$ cat src/hdl/memtest_pkg.sv
// Shared widths, address limits, LFSR seeds and types for the DDR local-port
// memory test driver. Imported by every module that needs them.
`default_nettype none

package memtest_pkg;

  // ------------------------------------------------------------------------
  // widths and limits
  // ------------------------------------------------------------------------
  localparam int data_w = 32;
  localparam int lanes  = 4;
  localparam int row_w  = 13;
  localparam int col_w  = 9;
  localparam int bank_w = 2;

  // bounds of the sequential pass
  localparam logic [row_w-1:0]  max_row  = 13'd3;
  localparam logic [col_w-1:0]  max_col  = 9'd16;
  localparam logic [bank_w-1:0] max_bank = 2'd3;
  localparam logic [col_w-1:0]  col_step = 9'd2;

  // a pin-walking pass ends on this row
  localparam logic [row_w-1:0] row_pin_all = {row_w{1'b1}};

  // one seed per byte lane, lane 0 in the low slot
  localparam logic [lanes-1:0][7:0] lane_seed = {8'd31, 8'd21, 8'd11, 8'd1};

  // tests run after reset
  localparam bit test_seq_on  = 1'b1;
  localparam bit test_dm_on   = 1'b1;
  localparam bit test_addr_on = 1'b1;

  // ------------------------------------------------------------------------
  // types
  // ------------------------------------------------------------------------
  typedef enum logic [3:0] {
    idle,
    start,
    dm_clear,
    write_drain,
    reload,
    write,
    write_done,
    read,
    read_drain,
    done
  } seq_state_t;

  typedef struct packed {
    logic seq_addr;
    logic dm_pin;
    logic addr_pin;
  } test_mode_t;

  typedef struct packed {
    logic [bank_w-1:0] bank;
    logic [row_w-1:0]  row;
    logic [col_w-1:0]  col;
  } mem_addr_t;

  // everything the driver presents to the controller
  typedef struct packed {
    logic              write_req;
    logic              read_req;
    logic              burstbegin;
    mem_addr_t         addr;
    logic [lanes-1:0]  be;
    logic [data_w-1:0] wdata;
  } local_cmd_t;

  typedef struct packed {
    logic              ready;
    logic              rdata_valid;
    logic [data_w-1:0] rdata;
  } local_rsp_t;

  // complete in bit 7 and the mode flags in bits 3, 2 and 0
  typedef struct packed {
    logic       complete;
    logic [2:0] rsvd_hi;
    logic       addr_pin;
    logic       dm_pin;
    logic       rsvd_lo;
    logic       seq_addr;
  } status_t;

endpackage

`default_nettype wire

$ cat src/hdl/lfsr8.sv
// One byte lane of the test pattern generator. An 8-bit Fibonacci LFSR that
// starts from its seed, can be reloaded and holds while paused.
`timescale 1ns/1ps
`default_nettype none

module lfsr8 #(
  parameter logic [7:0] seed = 8'd1
) (
  input  logic       clk,
  input  logic       reset_n,
  input  logic       load,
  input  logic [7:0] ldata,
  input  logic       pause,
  output logic [7:0] data
);

  logic feedback;

  // taps 8, 6, 5, 4
  assign feedback = data[7] ^ data[5] ^ data[4] ^ data[3];

  always_ff @(posedge clk or negedge reset_n)
  begin
    if (!reset_n)
      data <= seed;
    else if (load)
      data <= ldata;
    else if (!pause)
      data <= {data[6:0], feedback};
  end

endmodule

`default_nettype wire

$ cat src/hdl/address_gen.sv
// Address counters for the memory tests. Steps on each accepted access:
// a bounded column/row/bank sweep, or a one-hot walk over the address pins.
`timescale 1ns/1ps
`default_nettype none

module address_gen
  import memtest_pkg::*;
(
  input  logic       clk,
  input  logic       reset_n,
  input  test_mode_t mode,
  input  logic       accept,
  input  logic       addr_reset,
  output mem_addr_t  addr,
  output logic       at_last
);

  logic pin_mode;

  // dm and address-pin tests share the walking pattern
  assign pin_mode = mode.dm_pin | mode.addr_pin;

  always_comb
  begin
    if (pin_mode)
      at_last = (addr.row == row_pin_all);
    else
      at_last = mode.seq_addr && (addr.col == max_col) && (addr.row == max_row) &&
                (addr.bank == max_bank);
  end

  always_ff @(posedge clk or negedge reset_n)
  begin
    if (!reset_n)
      addr <= '0;
    else if (addr_reset)
      addr <= '0;
    else if (accept && pin_mode)
    begin
      addr.bank <= addr.bank + 1'b1;
      if (addr.row == '0)
      begin
        // first step out of the all-zero address
        addr.row <= 13'd1;
        addr.col <= 9'd2;
      end
      else if (addr.row == {1'b1, {(row_w - 1){1'b0}}})
      begin
        // one-hot done, switch to the walking zero
        addr.row <= {{(row_w - 1){1'b1}}, 1'b0};
        addr.col <= {{(col_w - 2){1'b1}}, 2'b00};
      end
      else if (addr.row == {1'b0, {(row_w - 1){1'b1}}})
      begin
        addr.row <= row_pin_all;
        addr.col <= {{(col_w - 1){1'b1}}, 1'b0};
      end
      else
      begin
        addr.row <= {addr.row[row_w-2:0], addr.row[row_w-1]};
        // col bit 0 stays put, bits 8 to 1 rotate
        addr.col <= {addr.col[col_w-2:1], addr.col[col_w-1], addr.col[0]};
      end
    end
    else if (accept && mode.seq_addr)
    begin
      if (addr.col >= max_col)
      begin
        addr.col <= '0;
        if (addr.row == max_row)
        begin
          addr.row <= '0;
          if (addr.bank == max_bank)
            addr.bank <= '0;
          else
            addr.bank <= addr.bank + 1'b1;
        end
        else
          addr.row <= addr.row + 1'b1;
      end
      else
        addr.col <= addr.col + col_step;
    end
  end

endmodule

`default_nettype wire

$ cat src/hdl/pattern_gen.sv
// Write and expected-read data source: four byte-lane LFSRs with a reload
// register, zero-data gating for the dm clear pass and the byte-enable rotator.
`timescale 1ns/1ps
`default_nettype none

module pattern_gen
  import memtest_pkg::*;
(
  input  logic              clk,
  input  logic              reset_n,
  input  test_mode_t        mode,
  input  logic              wr_accept,
  input  logic              rdata_valid,
  input  logic              dgen_load,
  input  logic              capture_seed,
  input  logic              be_reset,
  input  logic              zero_data,
  output logic [data_w-1:0] data,
  output logic [lanes-1:0]  be
);

  logic [data_w-1:0] lfsr_data;
  logic [data_w-1:0] reload_data;
  logic              advance;
  logic              pause;

  // step on every real write and on every returned read beat
  assign advance = (wr_accept & ~zero_data) | rdata_valid;
  assign pause   = ~advance;
  assign data    = zero_data ? '0 : lfsr_data;

  for (genvar i = 0; i < lanes; i++)
  begin : g_lane
    lfsr8 #(
      .seed(lane_seed[i])
    ) u_lfsr (
      .clk    (clk),
      .reset_n(reset_n),
      .load   (dgen_load),
      .ldata  (reload_data[8*i +: 8]),
      .pause  (pause),
      .data   (lfsr_data[8*i +: 8])
    );
  end

  // start value of the current test, replayed for the read pass
  always_ff @(posedge clk)
  begin
    if (capture_seed)
      reload_data <= lfsr_data;
  end

  // ------------------------------------------------------------------------
  // byte enables
  // ------------------------------------------------------------------------
  always_ff @(posedge clk or negedge reset_n)
  begin
    if (!reset_n)
      be <= '1;
    else if (be_reset)
      be <= {{(lanes - 1){1'b0}}, 1'b1};
    else if (mode.dm_pin && advance)
      be <= {be[lanes-2:0], be[lanes-1]};
    else if (!mode.dm_pin || zero_data)
      be <= '1;
  end

endmodule

`default_nettype wire

$ cat src/hdl/read_checker.sv
// Compares read data against the regenerated pattern, masked per byte lane by
// the byte enable, and keeps a pass flag that falls on the first mismatch.
`timescale 1ns/1ps
`default_nettype none

module read_checker
  import memtest_pkg::*;
(
  input  logic              clk,
  input  logic              reset_n,
  input  logic              rdata_valid,
  input  logic [data_w-1:0] rdata,
  input  logic [data_w-1:0] exp_data,
  input  logic [lanes-1:0]  be,
  output logic [lanes-1:0]  pnf_per_byte,
  output logic              pnf_persist
);

  logic [lanes-1:0] lane_ok;
  logic [lanes-1:0] lane_ok_q;
  logic [lanes-1:0] lane_latched;
  logic             valid_d1;
  logic             seen;
  logic             seen_d1;
  logic             seen_d2;
  logic             persist_int;

  // disabled lanes must read back as zero
  always_comb
  begin
    for (int i = 0; i < lanes; i++)
      lane_ok[i] = ((exp_data[8*i +: 8] & {8{be[i]}}) == rdata[8*i +: 8]);
  end

  always_ff @(posedge clk or negedge reset_n)
  begin
    if (!reset_n)
    begin
      lane_ok_q    <= '1;
      lane_latched <= '1;
      pnf_per_byte <= '1;
      valid_d1     <= 1'b0;
      seen         <= 1'b0;
      seen_d1      <= 1'b0;
      seen_d2      <= 1'b0;
      persist_int  <= 1'b0;
      pnf_persist  <= 1'b0;
    end
    else
    begin
      lane_ok_q <= lane_ok;
      valid_d1  <= rdata_valid;
      if (rdata_valid)
        seen <= 1'b1;
      seen_d1 <= seen;
      seen_d2 <= seen_d1;
      // hold the last real compare between beats
      if (valid_d1)
        lane_latched <= lane_ok_q;
      pnf_per_byte <= lane_latched;
      persist_int  <= (&lane_latched) & seen_d1 & (seen_d2 ? persist_int : 1'b1);
      pnf_persist  <= persist_int;
    end
  end

  a_rdata_known: assert property (@(posedge clk) disable iff (!reset_n)
    rdata_valid |-> !$isunknown(rdata));

endmodule

`default_nettype wire

$ cat src/hdl/test_sequencer.sv
// Control FSM of the memory test driver. Runs each enabled test as a write
// pass and a read pass, issues local-port requests and tracks reads in flight.
`timescale 1ns/1ps
`default_nettype none

module test_sequencer
  import memtest_pkg::*;
(
  input  logic       clk,
  input  logic       reset_n,
  input  local_rsp_t rsp,
  input  logic       at_last,
  output logic       req_write,
  output logic       req_read,
  output logic       burstbegin,
  output test_mode_t mode,
  output logic       addr_reset,
  output logic       dgen_load,
  output logic       be_reset,
  output logic       zero_data,
  output logic       capture_seed,
  output logic       complete
);

  seq_state_t state;
  logic       pend_seq;
  logic       pend_dm;
  logic       pend_addr;
  logic       any_pending;
  logic       rd_accept;
  logic [7:0] outstanding;

  assign any_pending = pend_seq | pend_dm | pend_addr;
  assign rd_accept   = req_read & rsp.ready;

  // reads accepted but not yet returned
  always_ff @(posedge clk or negedge reset_n)
  begin
    if (!reset_n)
      outstanding <= '0;
    else if (rd_accept && !rsp.rdata_valid)
      outstanding <= outstanding + 8'd1;
    else if (!rd_accept && rsp.rdata_valid)
      outstanding <= outstanding - 8'd1;
  end

  // ------------------------------------------------------------------------
  // test FSM
  // ------------------------------------------------------------------------
  always_ff @(posedge clk or negedge reset_n)
  begin
    if (!reset_n)
    begin
      state        <= idle;
      req_write    <= 1'b0;
      req_read     <= 1'b0;
      burstbegin   <= 1'b0;
      mode         <= '0;
      addr_reset   <= 1'b0;
      dgen_load    <= 1'b0;
      be_reset     <= 1'b0;
      zero_data    <= 1'b0;
      capture_seed <= 1'b0;
      complete     <= 1'b0;
      pend_seq     <= 1'b0;
      pend_dm      <= 1'b0;
      pend_addr    <= 1'b0;
    end
    else
    begin
      case (state)
        idle:
        begin
          pend_seq  <= test_seq_on;
          pend_dm   <= test_dm_on;
          pend_addr <= test_addr_on;
          complete  <= 1'b0;
          state     <= start;
        end
        start:
        begin
          // pick the next pending test and present its first write
          addr_reset   <= 1'b0;
          req_write    <= any_pending;
          burstbegin   <= any_pending;
          capture_seed <= any_pending;
          if (pend_seq)
          begin
            mode.seq_addr <= 1'b1;
            state         <= write;
          end
          else if (pend_dm)
          begin
            mode.dm_pin <= 1'b1;
            zero_data   <= 1'b1;
            state       <= dm_clear;
          end
          else if (pend_addr)
          begin
            mode.addr_pin <= 1'b1;
            state         <= write;
          end
          else
            state <= done;
        end
        dm_clear, write:
        begin
          capture_seed <= 1'b0;
          if (!rsp.ready)
            burstbegin <= 1'b0;
          else if (at_last)
          begin
            req_write  <= 1'b0;
            burstbegin <= 1'b0;
            if (state == write)
            begin
              addr_reset <= 1'b1;
              state      <= write_done;
            end
            else
              state <= write_drain;
          end
          else
            burstbegin <= 1'b1;
        end
        write_drain:
        begin
          be_reset   <= 1'b1;
          addr_reset <= 1'b1;
          dgen_load  <= 1'b1;
          state      <= reload;
        end
        reload:
        begin
          // clear pass over, rewrite the same addresses with real data
          addr_reset <= 1'b0;
          dgen_load  <= 1'b0;
          be_reset   <= 1'b0;
          zero_data  <= 1'b0;
          req_write  <= 1'b1;
          burstbegin <= 1'b1;
          state      <= write;
        end
        write_done:
        begin
          addr_reset <= 1'b0;
          dgen_load  <= 1'b1;
          be_reset   <= 1'b1;
          req_read   <= 1'b1;
          burstbegin <= 1'b1;
          state      <= read;
        end
        read:
        begin
          dgen_load <= 1'b0;
          be_reset  <= 1'b0;
          if (!rsp.ready)
            burstbegin <= 1'b0;
          else if (at_last)
          begin
            req_read   <= 1'b0;
            burstbegin <= 1'b0;
            state      <= read_drain;
          end
          else
            burstbegin <= 1'b1;
        end
        read_drain:
        begin
          if (outstanding == 8'd0)
          begin
            addr_reset <= 1'b1;
            mode       <= '0;
            if (mode.seq_addr)
              pend_seq <= 1'b0;
            else if (mode.dm_pin)
              pend_dm <= 1'b0;
            else
              pend_addr <= 1'b0;
            state <= start;
          end
        end
        done:
          complete <= 1'b1;
        default:
          state <= idle;
      endcase
    end
  end

  a_req_exclusive: assert property (@(posedge clk) disable iff (!reset_n)
    !(req_read && req_write));

  // a returned beat must belong to an accepted read
  a_no_underflow: assert property (@(posedge clk) disable iff (!reset_n)
    rsp.rdata_valid |-> (outstanding != 8'd0));

endmodule

`default_nettype wire

$ cat src/hdl/memtest_driver.sv
// Top level of the DDR SDRAM local-port test driver. Connect cmd and rsp to
// the controller; status.complete rises once all tests have run.
`timescale 1ns/1ps
`default_nettype none

module memtest_driver
  import memtest_pkg::*;
(
  input  logic             clk,
  input  logic             reset_n,
  output local_cmd_t       cmd,
  input  local_rsp_t       rsp,
  output logic [lanes-1:0] pnf_per_byte,
  output logic             pnf_persist,
  output status_t          status
);

  test_mode_t        mode;
  mem_addr_t         addr;
  logic              req_write;
  logic              req_read;
  logic              burstbegin;
  logic              at_last;
  logic              addr_reset;
  logic              dgen_load;
  logic              be_reset;
  logic              zero_data;
  logic              capture_seed;
  logic              complete;
  logic              accept;
  logic              wr_accept;
  logic [data_w-1:0] data;
  logic [lanes-1:0]  be;

  assign accept    = rsp.ready & (req_write | req_read);
  assign wr_accept = rsp.ready & req_write;

  test_sequencer u_sequencer (
    .clk         (clk),
    .reset_n     (reset_n),
    .rsp         (rsp),
    .at_last     (at_last),
    .req_write   (req_write),
    .req_read    (req_read),
    .burstbegin  (burstbegin),
    .mode        (mode),
    .addr_reset  (addr_reset),
    .dgen_load   (dgen_load),
    .be_reset    (be_reset),
    .zero_data   (zero_data),
    .capture_seed(capture_seed),
    .complete    (complete)
  );

  address_gen u_address_gen (
    .clk       (clk),
    .reset_n   (reset_n),
    .mode      (mode),
    .accept    (accept),
    .addr_reset(addr_reset),
    .addr      (addr),
    .at_last   (at_last)
  );

  pattern_gen u_pattern_gen (
    .clk         (clk),
    .reset_n     (reset_n),
    .mode        (mode),
    .wr_accept   (wr_accept),
    .rdata_valid (rsp.rdata_valid),
    .dgen_load   (dgen_load),
    .capture_seed(capture_seed),
    .be_reset    (be_reset),
    .zero_data   (zero_data),
    .data        (data),
    .be          (be)
  );

  read_checker u_read_checker (
    .clk         (clk),
    .reset_n     (reset_n),
    .rdata_valid (rsp.rdata_valid),
    .rdata       (rsp.rdata),
    .exp_data    (data),
    .be          (be),
    .pnf_per_byte(pnf_per_byte),
    .pnf_persist (pnf_persist)
  );

  // ------------------------------------------------------------------------
  // outward faces
  // ------------------------------------------------------------------------
  assign cmd = '{write_req : req_write,
                 read_req  : req_read,
                 burstbegin: burstbegin,
                 addr      : addr,
                 be        : be,
                 wdata     : data};

  assign status = '{complete: complete,
                    rsvd_hi : 3'b000,
                    addr_pin: mode.addr_pin,
                    dm_pin  : mode.dm_pin,
                    rsvd_lo : 1'b0,
                    seq_addr: mode.seq_addr};

endmodule

`default_nettype wire

$ cat config.mk
export PLATFORM = sky130hd
export DESIGN_NAME = memtest_driver
export DESIGN_NICKNAME = d
export VERILOG_FILES = /design/src/hdl/memtest_pkg.sv /design/src/hdl/lfsr8.sv /design/src/hdl/address_gen.sv /design/src/hdl/pattern_gen.sv /design/src/hdl/read_checker.sv /design/src/hdl/test_sequencer.sv /design/src/hdl/memtest_driver.sv
export SDC_FILE = /design/constraint.sdc
export NUM_CORES = 1
export LEC_CHECK = 0
export BUFFER_PORTS_ARGS = -buffer_cell sky130_fd_sc_hd__buf_2
export CAP_MARGIN = 20
export CORE_ASPECT_RATIO = 1.25
export CORE_MARGIN = 2
export CORE_UTILIZATION = 40
export DETAILED_ROUTE_END_ITERATION = 7
export PLACE_DENSITY = 0.64
export SYNTH_ARGS = -nofsm -noshare
export SYNTH_HDL_FRONTEND = slang
export SYNTH_SLANG_ARGS = --single-unit
$ cat constraint.sdc
create_clock -name clk -period 2.75 [get_ports clk]
set_input_delay 0.275 -clock clk [delete_from_list [all_inputs] [get_ports clk]]
set_output_delay 0.275 -clock clk [all_outputs]
set_load 0.05 [all_outputs]
======== Word-level counts from Yosys, hierarchy flattened ========
Cells that the tools add are included.
cells by class
  shifts and indexed selects .............. 0
  bitwise logic cells ..................... 29
  reductions and logical operators ........ 52
  add/sub/neg operators ................... 5
  equality and inequality tests ........... 35
  multiply operators ...................... 0
  muxes and demuxes ....................... 72
  order comparisons ....................... 1
  divide/modulo/power cells ............... 0
operators with widths
  operator                                               count
  two-way mux 8 bit                                      10
  two-way mux 24 bit                                     3
  two-way mux 22 bit                                     3
  two-way mux 4 bit                                      11
  one-hot mux 4 bit (9 select lines)                     1
  bitwise AND 8 bit                                      4
  equality test 8 bit                                    4
  two-way mux 32 bit                                     1
  equality test 13 bit, second input constant            2
  two-way mux 1 bit                                      23
  AND reduction 3 bit                                    6
  nonzero test 2 bit                                     9
  nonzero test 3 bit                                     6
  equality test 4 x 3 -> 1 bit, second input constant    4
  inequality test 2 bit, second input constant           8
  one-hot mux 1 bit (2 select lines)                     8
  AND reduction 4 bit                                    4
  two-way mux 15 bit                                     1
  inequality test 2 x 1 -> 1 bit, second input constant  7
  adder 13 x 1 -> 13 bit, second input constant          1
  equality test 13 x 12 -> 1 bit, second input constant  1
  equality test 13 x 2 -> 1 bit, second input constant   1
  logical NOT 13 bit                                     1
  two-way mux 13 bit                                     1
  other kinds (32)                                       74
word-level totals
  bits in read-only memories .............. 0
  memory bits (writable) .................. 0
  bits in latches ......................... 0
  memories ................................ 0
  word-level logic and storage cells ...... 229
  output and inout port bits .............. 76
  bits in registers ....................... 136

======== Depth between registers and ports, before layout ========
  depth after elaboration ................. 8
  mapped depth ............................ 10

======== Cells and area by module ========
Synthesis repeated with hierarchy kept, for this count alone.
second synthesis, totals
  cell total of the unflattened synthesis .. 787
  area total of the unflattened synthesis .. 7,763.7 sq um
by module, submodules not included
  module                                       times used  cells each  area each (sq um)
  test_sequencer                               1           201         1,724.2
  address_gen                                  1           185         1,637.8
  pattern_gen                                  1           91          1,431.4
  read_checker                                 1           147         1,311.3
  lfsr8 at u_pattern_gen.g_lane[1].u_lfsr ...  2           38          395.4
  lfsr8 at u_pattern_gen.g_lane[3].u_lfsr      1           38          397.9
  lfsr8 at u_pattern_gen.g_lane[0].u_lfsr      1           38          392.9
  memtest_driver                               1           11          77.6

======== Least setup slack after synthesis ========
OpenSTA, ideal clock, no wires.
  path type ............................... register to register
  start point ............................. register, netlist name u_address_gen.addr[9]
  end point ............................... register, netlist name u_address_gen.addr[13]
  path buffers ............................ 2
  arrival time ............................ 2.199 ns
  setup slack ............................. 0.387 ns
  cell stages (with the launch flop) ...... 10
  required time ........................... 2.586 ns
  cell sequence ........................... dfrtp_1 -> inv_1 -> ha_1 -> and2_1 -> and4_1 -> buf_2 -> or2_2 -> buf_4 -> o211ai_1 -> o311ai_0
between the ends
  longest elaborated chain between the ends .. 6
  elaborated cells between the ends (all ways) .. 13
  classes of those cells .................. add/sub: 1; eq/ne: 3; mux: 8; reduce/logical: 1
RTL lines
  element                                                   line                                  source
  adder 13 x 1 -> 13 bit (tied with other cells)            address_gen.sv:79                     addr.row <= addr.row + 1'b1;
  two-way mux 13 bit or two-way mux 22 bit (tied branches)  address_gen.sv:70, address_gen.sv:53
  two-way mux 15 bit or two-way mux 22 bit (tied branches)  address_gen.sv:67, address_gen.sv:47
  two-way mux 24 bit or two-way mux 22 bit (tied branches)  address_gen.sv:65, address_gen.sv:41
  two-way mux 24 bit *                                      address_gen.sv:38                     else if (accept && pin_mode)
  two-way mux 24 bit *                                      address_gen.sv:36                     else if (addr_reset)
Every way passes the cells marked *; elsewhere a longest branch is shown, timed or not. The select of a mux whose other input is x is not followed.
A chain may end at the register's enable or synchronous reset.

======== Worst setup path after layout ========
  start point ............................. register, netlist name u_address_gen.addr[9]
  end point ............................... register, netlist name u_address_gen.addr[4]
between the ends
  longest elaborated chain between the ends .. 6
  elaborated cells between the ends (all ways) .. 8
  classes of those cells .................. eq/ne: 2; mux: 5; reduce/logical: 1
RTL lines
  element                         line               source
  equality test 13 x 12 -> 1 bit  address_gen.sv:53  else if (addr.row == {1'b0, {(row_w - 1){1'b1}}})
  two-way mux 22 bit              address_gen.sv:53
  two-way mux 22 bit              address_gen.sv:47  else if (addr.row == {1'b1, {(row_w - 1){1'b0}}})
  two-way mux 22 bit *            address_gen.sv:41  if (addr.row == '0)
  two-way mux 24 bit *            address_gen.sv:38
  two-way mux 24 bit *            address_gen.sv:36
Marked as above.

==> flow_metrics.py <==
metrics = {
    "outcome": {
        "status": "completed",
    },
    "setup_path": {
        "required_ns": 3.08,
        "crit_chain": "ha_1 > nand4_1 > nor4_1 > or2_2 > o21ai_0 > a311oi_1",
        "start_kind": "register",
        "slowest_stage": "nor4_1",
        "setup.worst_path.class": "reg2reg",
        "cpPeakStageDelay_ns": 0.62,
        "cp-end-kind": "register",
        "crit_arrival_ns": 2.82,
        "rrSetupSlack_ns": 0.26,
        "crit_fanout": 13,
    },
    "layout": {
        "final_common_cell": "buf_2",
        "diodes": 0,
        "fin_cells": 1116,
        "drive_above_1_share_pct": 23.53,
        "nNetsFinal": 919,
        "final_util_pct": 47.66,
        "syn_to_final_growth_pct": 17.38,
        "final_area_um2": 8916,
        "final_cell_mix": "buf_2 (105), o21ai_0 (86), nand2_1 (76)",
    },
    "sta": {
        "rsz0062_at_grt": "no",
        "fin_crit_sh_pct": 90.50,
        "worst_slew_pin_slew_ns": 0.8125,
        "hold_violations": 0,
        "setup_ws_ns": 0.2614,
        "max_freq_mhz": 401.8,
        "finClkSkew_ns": 0.008929,
        "final-setup-viol-count": 0,
        "period_needed_ns": 2.489,
        "slew_violations": 0,
        "tns_ns": 0,
        "hold_slack_ns": 0.05070,
        "relSlewSlack_pct": 45.83,
    },
    "route": {
        "drc": 0,
        "ant_nets": 0,
        "drt-pass1-iter-count": 5,
        "drt-wirelength-per-cell_um": 16.75,
        "avgViaCountPerCell": 5.621,
        "via_count": 6273,
        "drt-initial-drc-count": 469,
        "wl_mm": 18.69,
    },
    "global_route": {
        "track_usage_pct": 18.86,
        "grt_max_degree": 62,
        "gr-total-overflow": 0,
        "grt_pass1_wl_mm": 30.20,
        "first_global_vias": 5843,
        "antenna_found_initial": 0,
    },
    "logic_synthesis": {
        "async_reset_ff_share_pct": 76.30,
        "synth_edf_count": 32,
        "ys_warn_count": 0,
        "synth_cell_type_count": 71,
        "syn_avg_cell_area_um2": 9.764,
        "synth_area_leaders": "dfrtp_1 (25%), edfxtp_1 (13%), dfstp_2 (9.7%)",
        "synthFlopType": "dfrtp_1",
        "syn-cell-area_um2": 7596,
        "synth_seq_cells": 135,
        "synth_area_leader_cell": "dfrtp_1",
        "ys_seq_area_share_pct": 47.04,
        "synth_top_area_share_pct": 24.71,
        "synth_cells": 778,
    },
    "clocking": {
        "cts_tree": "yes",
        "clk_latency_ns": 0.43,
        "ctsResizeCount": 0,
        "cts_buffer_depth": 2,
        "htree_levels": 4,
        "root_buffer": "clkbuf_16",
        "clk_pin_slew_ns": 0.07,
        "clock_sinks": 135,
        "cts-buffers-inserted": 17,
    },
    "place": {
        "place_inst": 1083,
        "portBuffers": 106,
        "place_ws_ns": 0.2876,
        "place_area_um2": 8307,
        "gp_congestion": 0.8570,
        "hpwl_mm": 12.94,
    },
    "power_and_ir_drop": {
        "vdd_ir_drop_max_mv": 0.5203,
        "powerDensity_nw_per_um2": 1151,
        "leakage_nw": 3.687,
        "p_total_mw": 10.26,
    },
    "floorplan": {
        "die_x_um": 127.3,
        "rows": 56,
        "fp.dieArea_um2": 20120,
        "die_h_um": 158.1,
        "core-area_um2": 18710,
        "ios": 112,
        "start_util_pct": 40.60,
    },
    "run": {
        "cap_violations": 0,
    },
    "min_path": {
        "min-delay-path-class": "in2reg",
    },
}
-- worst max-delay path, delay by kind of cell, from the launching register on --
family	cells	cell delay, ns
fa+ha+maj	1	0.30
compound gates	2	0.38
flops	1	0.46
simple gates	3	1.26
-- routing by layer --
layer | vias to the layer above | share of wire [%] | routed length (um) | GRT usage (%)
li1 | 3034 | - | - | -
met1 | 3027 | 44 | 8256 | 23.56
met2 | 181 | 49 | 9109 | 32.33
met3 | 31 | 4.5 | 847 | 3.684
met4 | 0 | 2.5 | 475 | 7.326
met5 | - | 0 | 0 | 0
-- Yosys cell counts (7+ instances only) --
cell      number
clkbuf_1      32
o32ai_1       19
dfrtp_1       75
nor2b_1       36
edfxtp_1      32
xnor2_1       33
buf_4         14
nor4bb_1      16
nor3_1        18
nand4_1        7
nand2_1       76
o21ai_0       86
nand3_1       11
inv_1         13
o211ai_1       8
mux2i_1       30
a21oi_1       24
dfstp_2       28
ha_1          11
buf_2          7
nor2_1        69
a31oi_1       19
-- registers in the layout, summed over array words and instances (netlist names), 3 cells and up --
name / flops
u_pattern_gen.be: 4
u_read_checker.pnf_per_byte: 4
u_read_checker.lane_ok_q: 4
u_sequencer.mode: 3
u_pattern_gen.g_lane.u_lfsr.data: 32
u_sequencer.outstanding: 8
u_pattern_gen.reload_data: 32
u_address_gen.addr: 23
u_read_checker.lane_latched: 4
u_sequencer.state: 4
-- cell type report --
type | count | area [um2]
multi-input cells | 580 | 3732
repair buffers | 124 | 670.6
fillers | 1777 | 9792
clock inverters | 14 | 148.9
inverters | 13 | 48.80
clock buffers | 18 | 450.4
well taps | 232 | 290.3
flip-flops and latches | 135 | 3575
-- cells by family after synthesis --
group           Yosys count  synth area share [%]
simple gates            285                 20.41
compound gates          204                 17.02
flops                   135                 47.04
buf+inv                  67                 4.217
xor+xnor                 39                 4.497
mux                      35                 4.694
fa+ha+maj                12                 2.075
other cells               1               0.04937
-- where the power goes --
| part | internal (mW) | switching [mW] |
|---|---|---|
| Sequential | 2.78 | 0.816 |
| Combinational | 1.61 | 2.79 |
| Clock | 1.27 | 1.00 |
| Total | 5.65 | 4.61 |
-- path summary, 6_finish.rpt --
path / startpoint / endpoint / cells past startpoint
worst max-delay path: u_address_gen.addr[9]$_DFFE_PN0P_ / u_address_gen.addr[4]$_DFFE_PN0P_ / 6
worst min-delay path: rsp[32] / u_read_checker.valid_d1$_DFF_PN0_ / 1
worst max register to register: u_address_gen.addr[9]$_DFFE_PN0P_ / u_address_gen.addr[4]$_DFFE_PN0P_ / 6
worst min register to register: u_read_checker.lane_latched[1]$_DFFE_PN1P_ / u_read_checker.pnf_per_byte[1]$_DFF_PN1_ / 0
max in group asynchronous: reset_n / u_sequencer.req_read$_DFFE_PN0P_ / 3
min in group asynchronous: reset_n / u_pattern_gen.g_lane[1].u_lfsr.data[4]$_DFFE_PN0P_ / 2
-- repair_timing --
| item | CTS | global route |
|---|---|---|
| hold buffers | 1 | 0 |
| buffers inserted | 0 | 0 |
| endpoints found under the hold margin | 32 | 0 |
No activity file was read; power rests on OpenSTA's default activity.
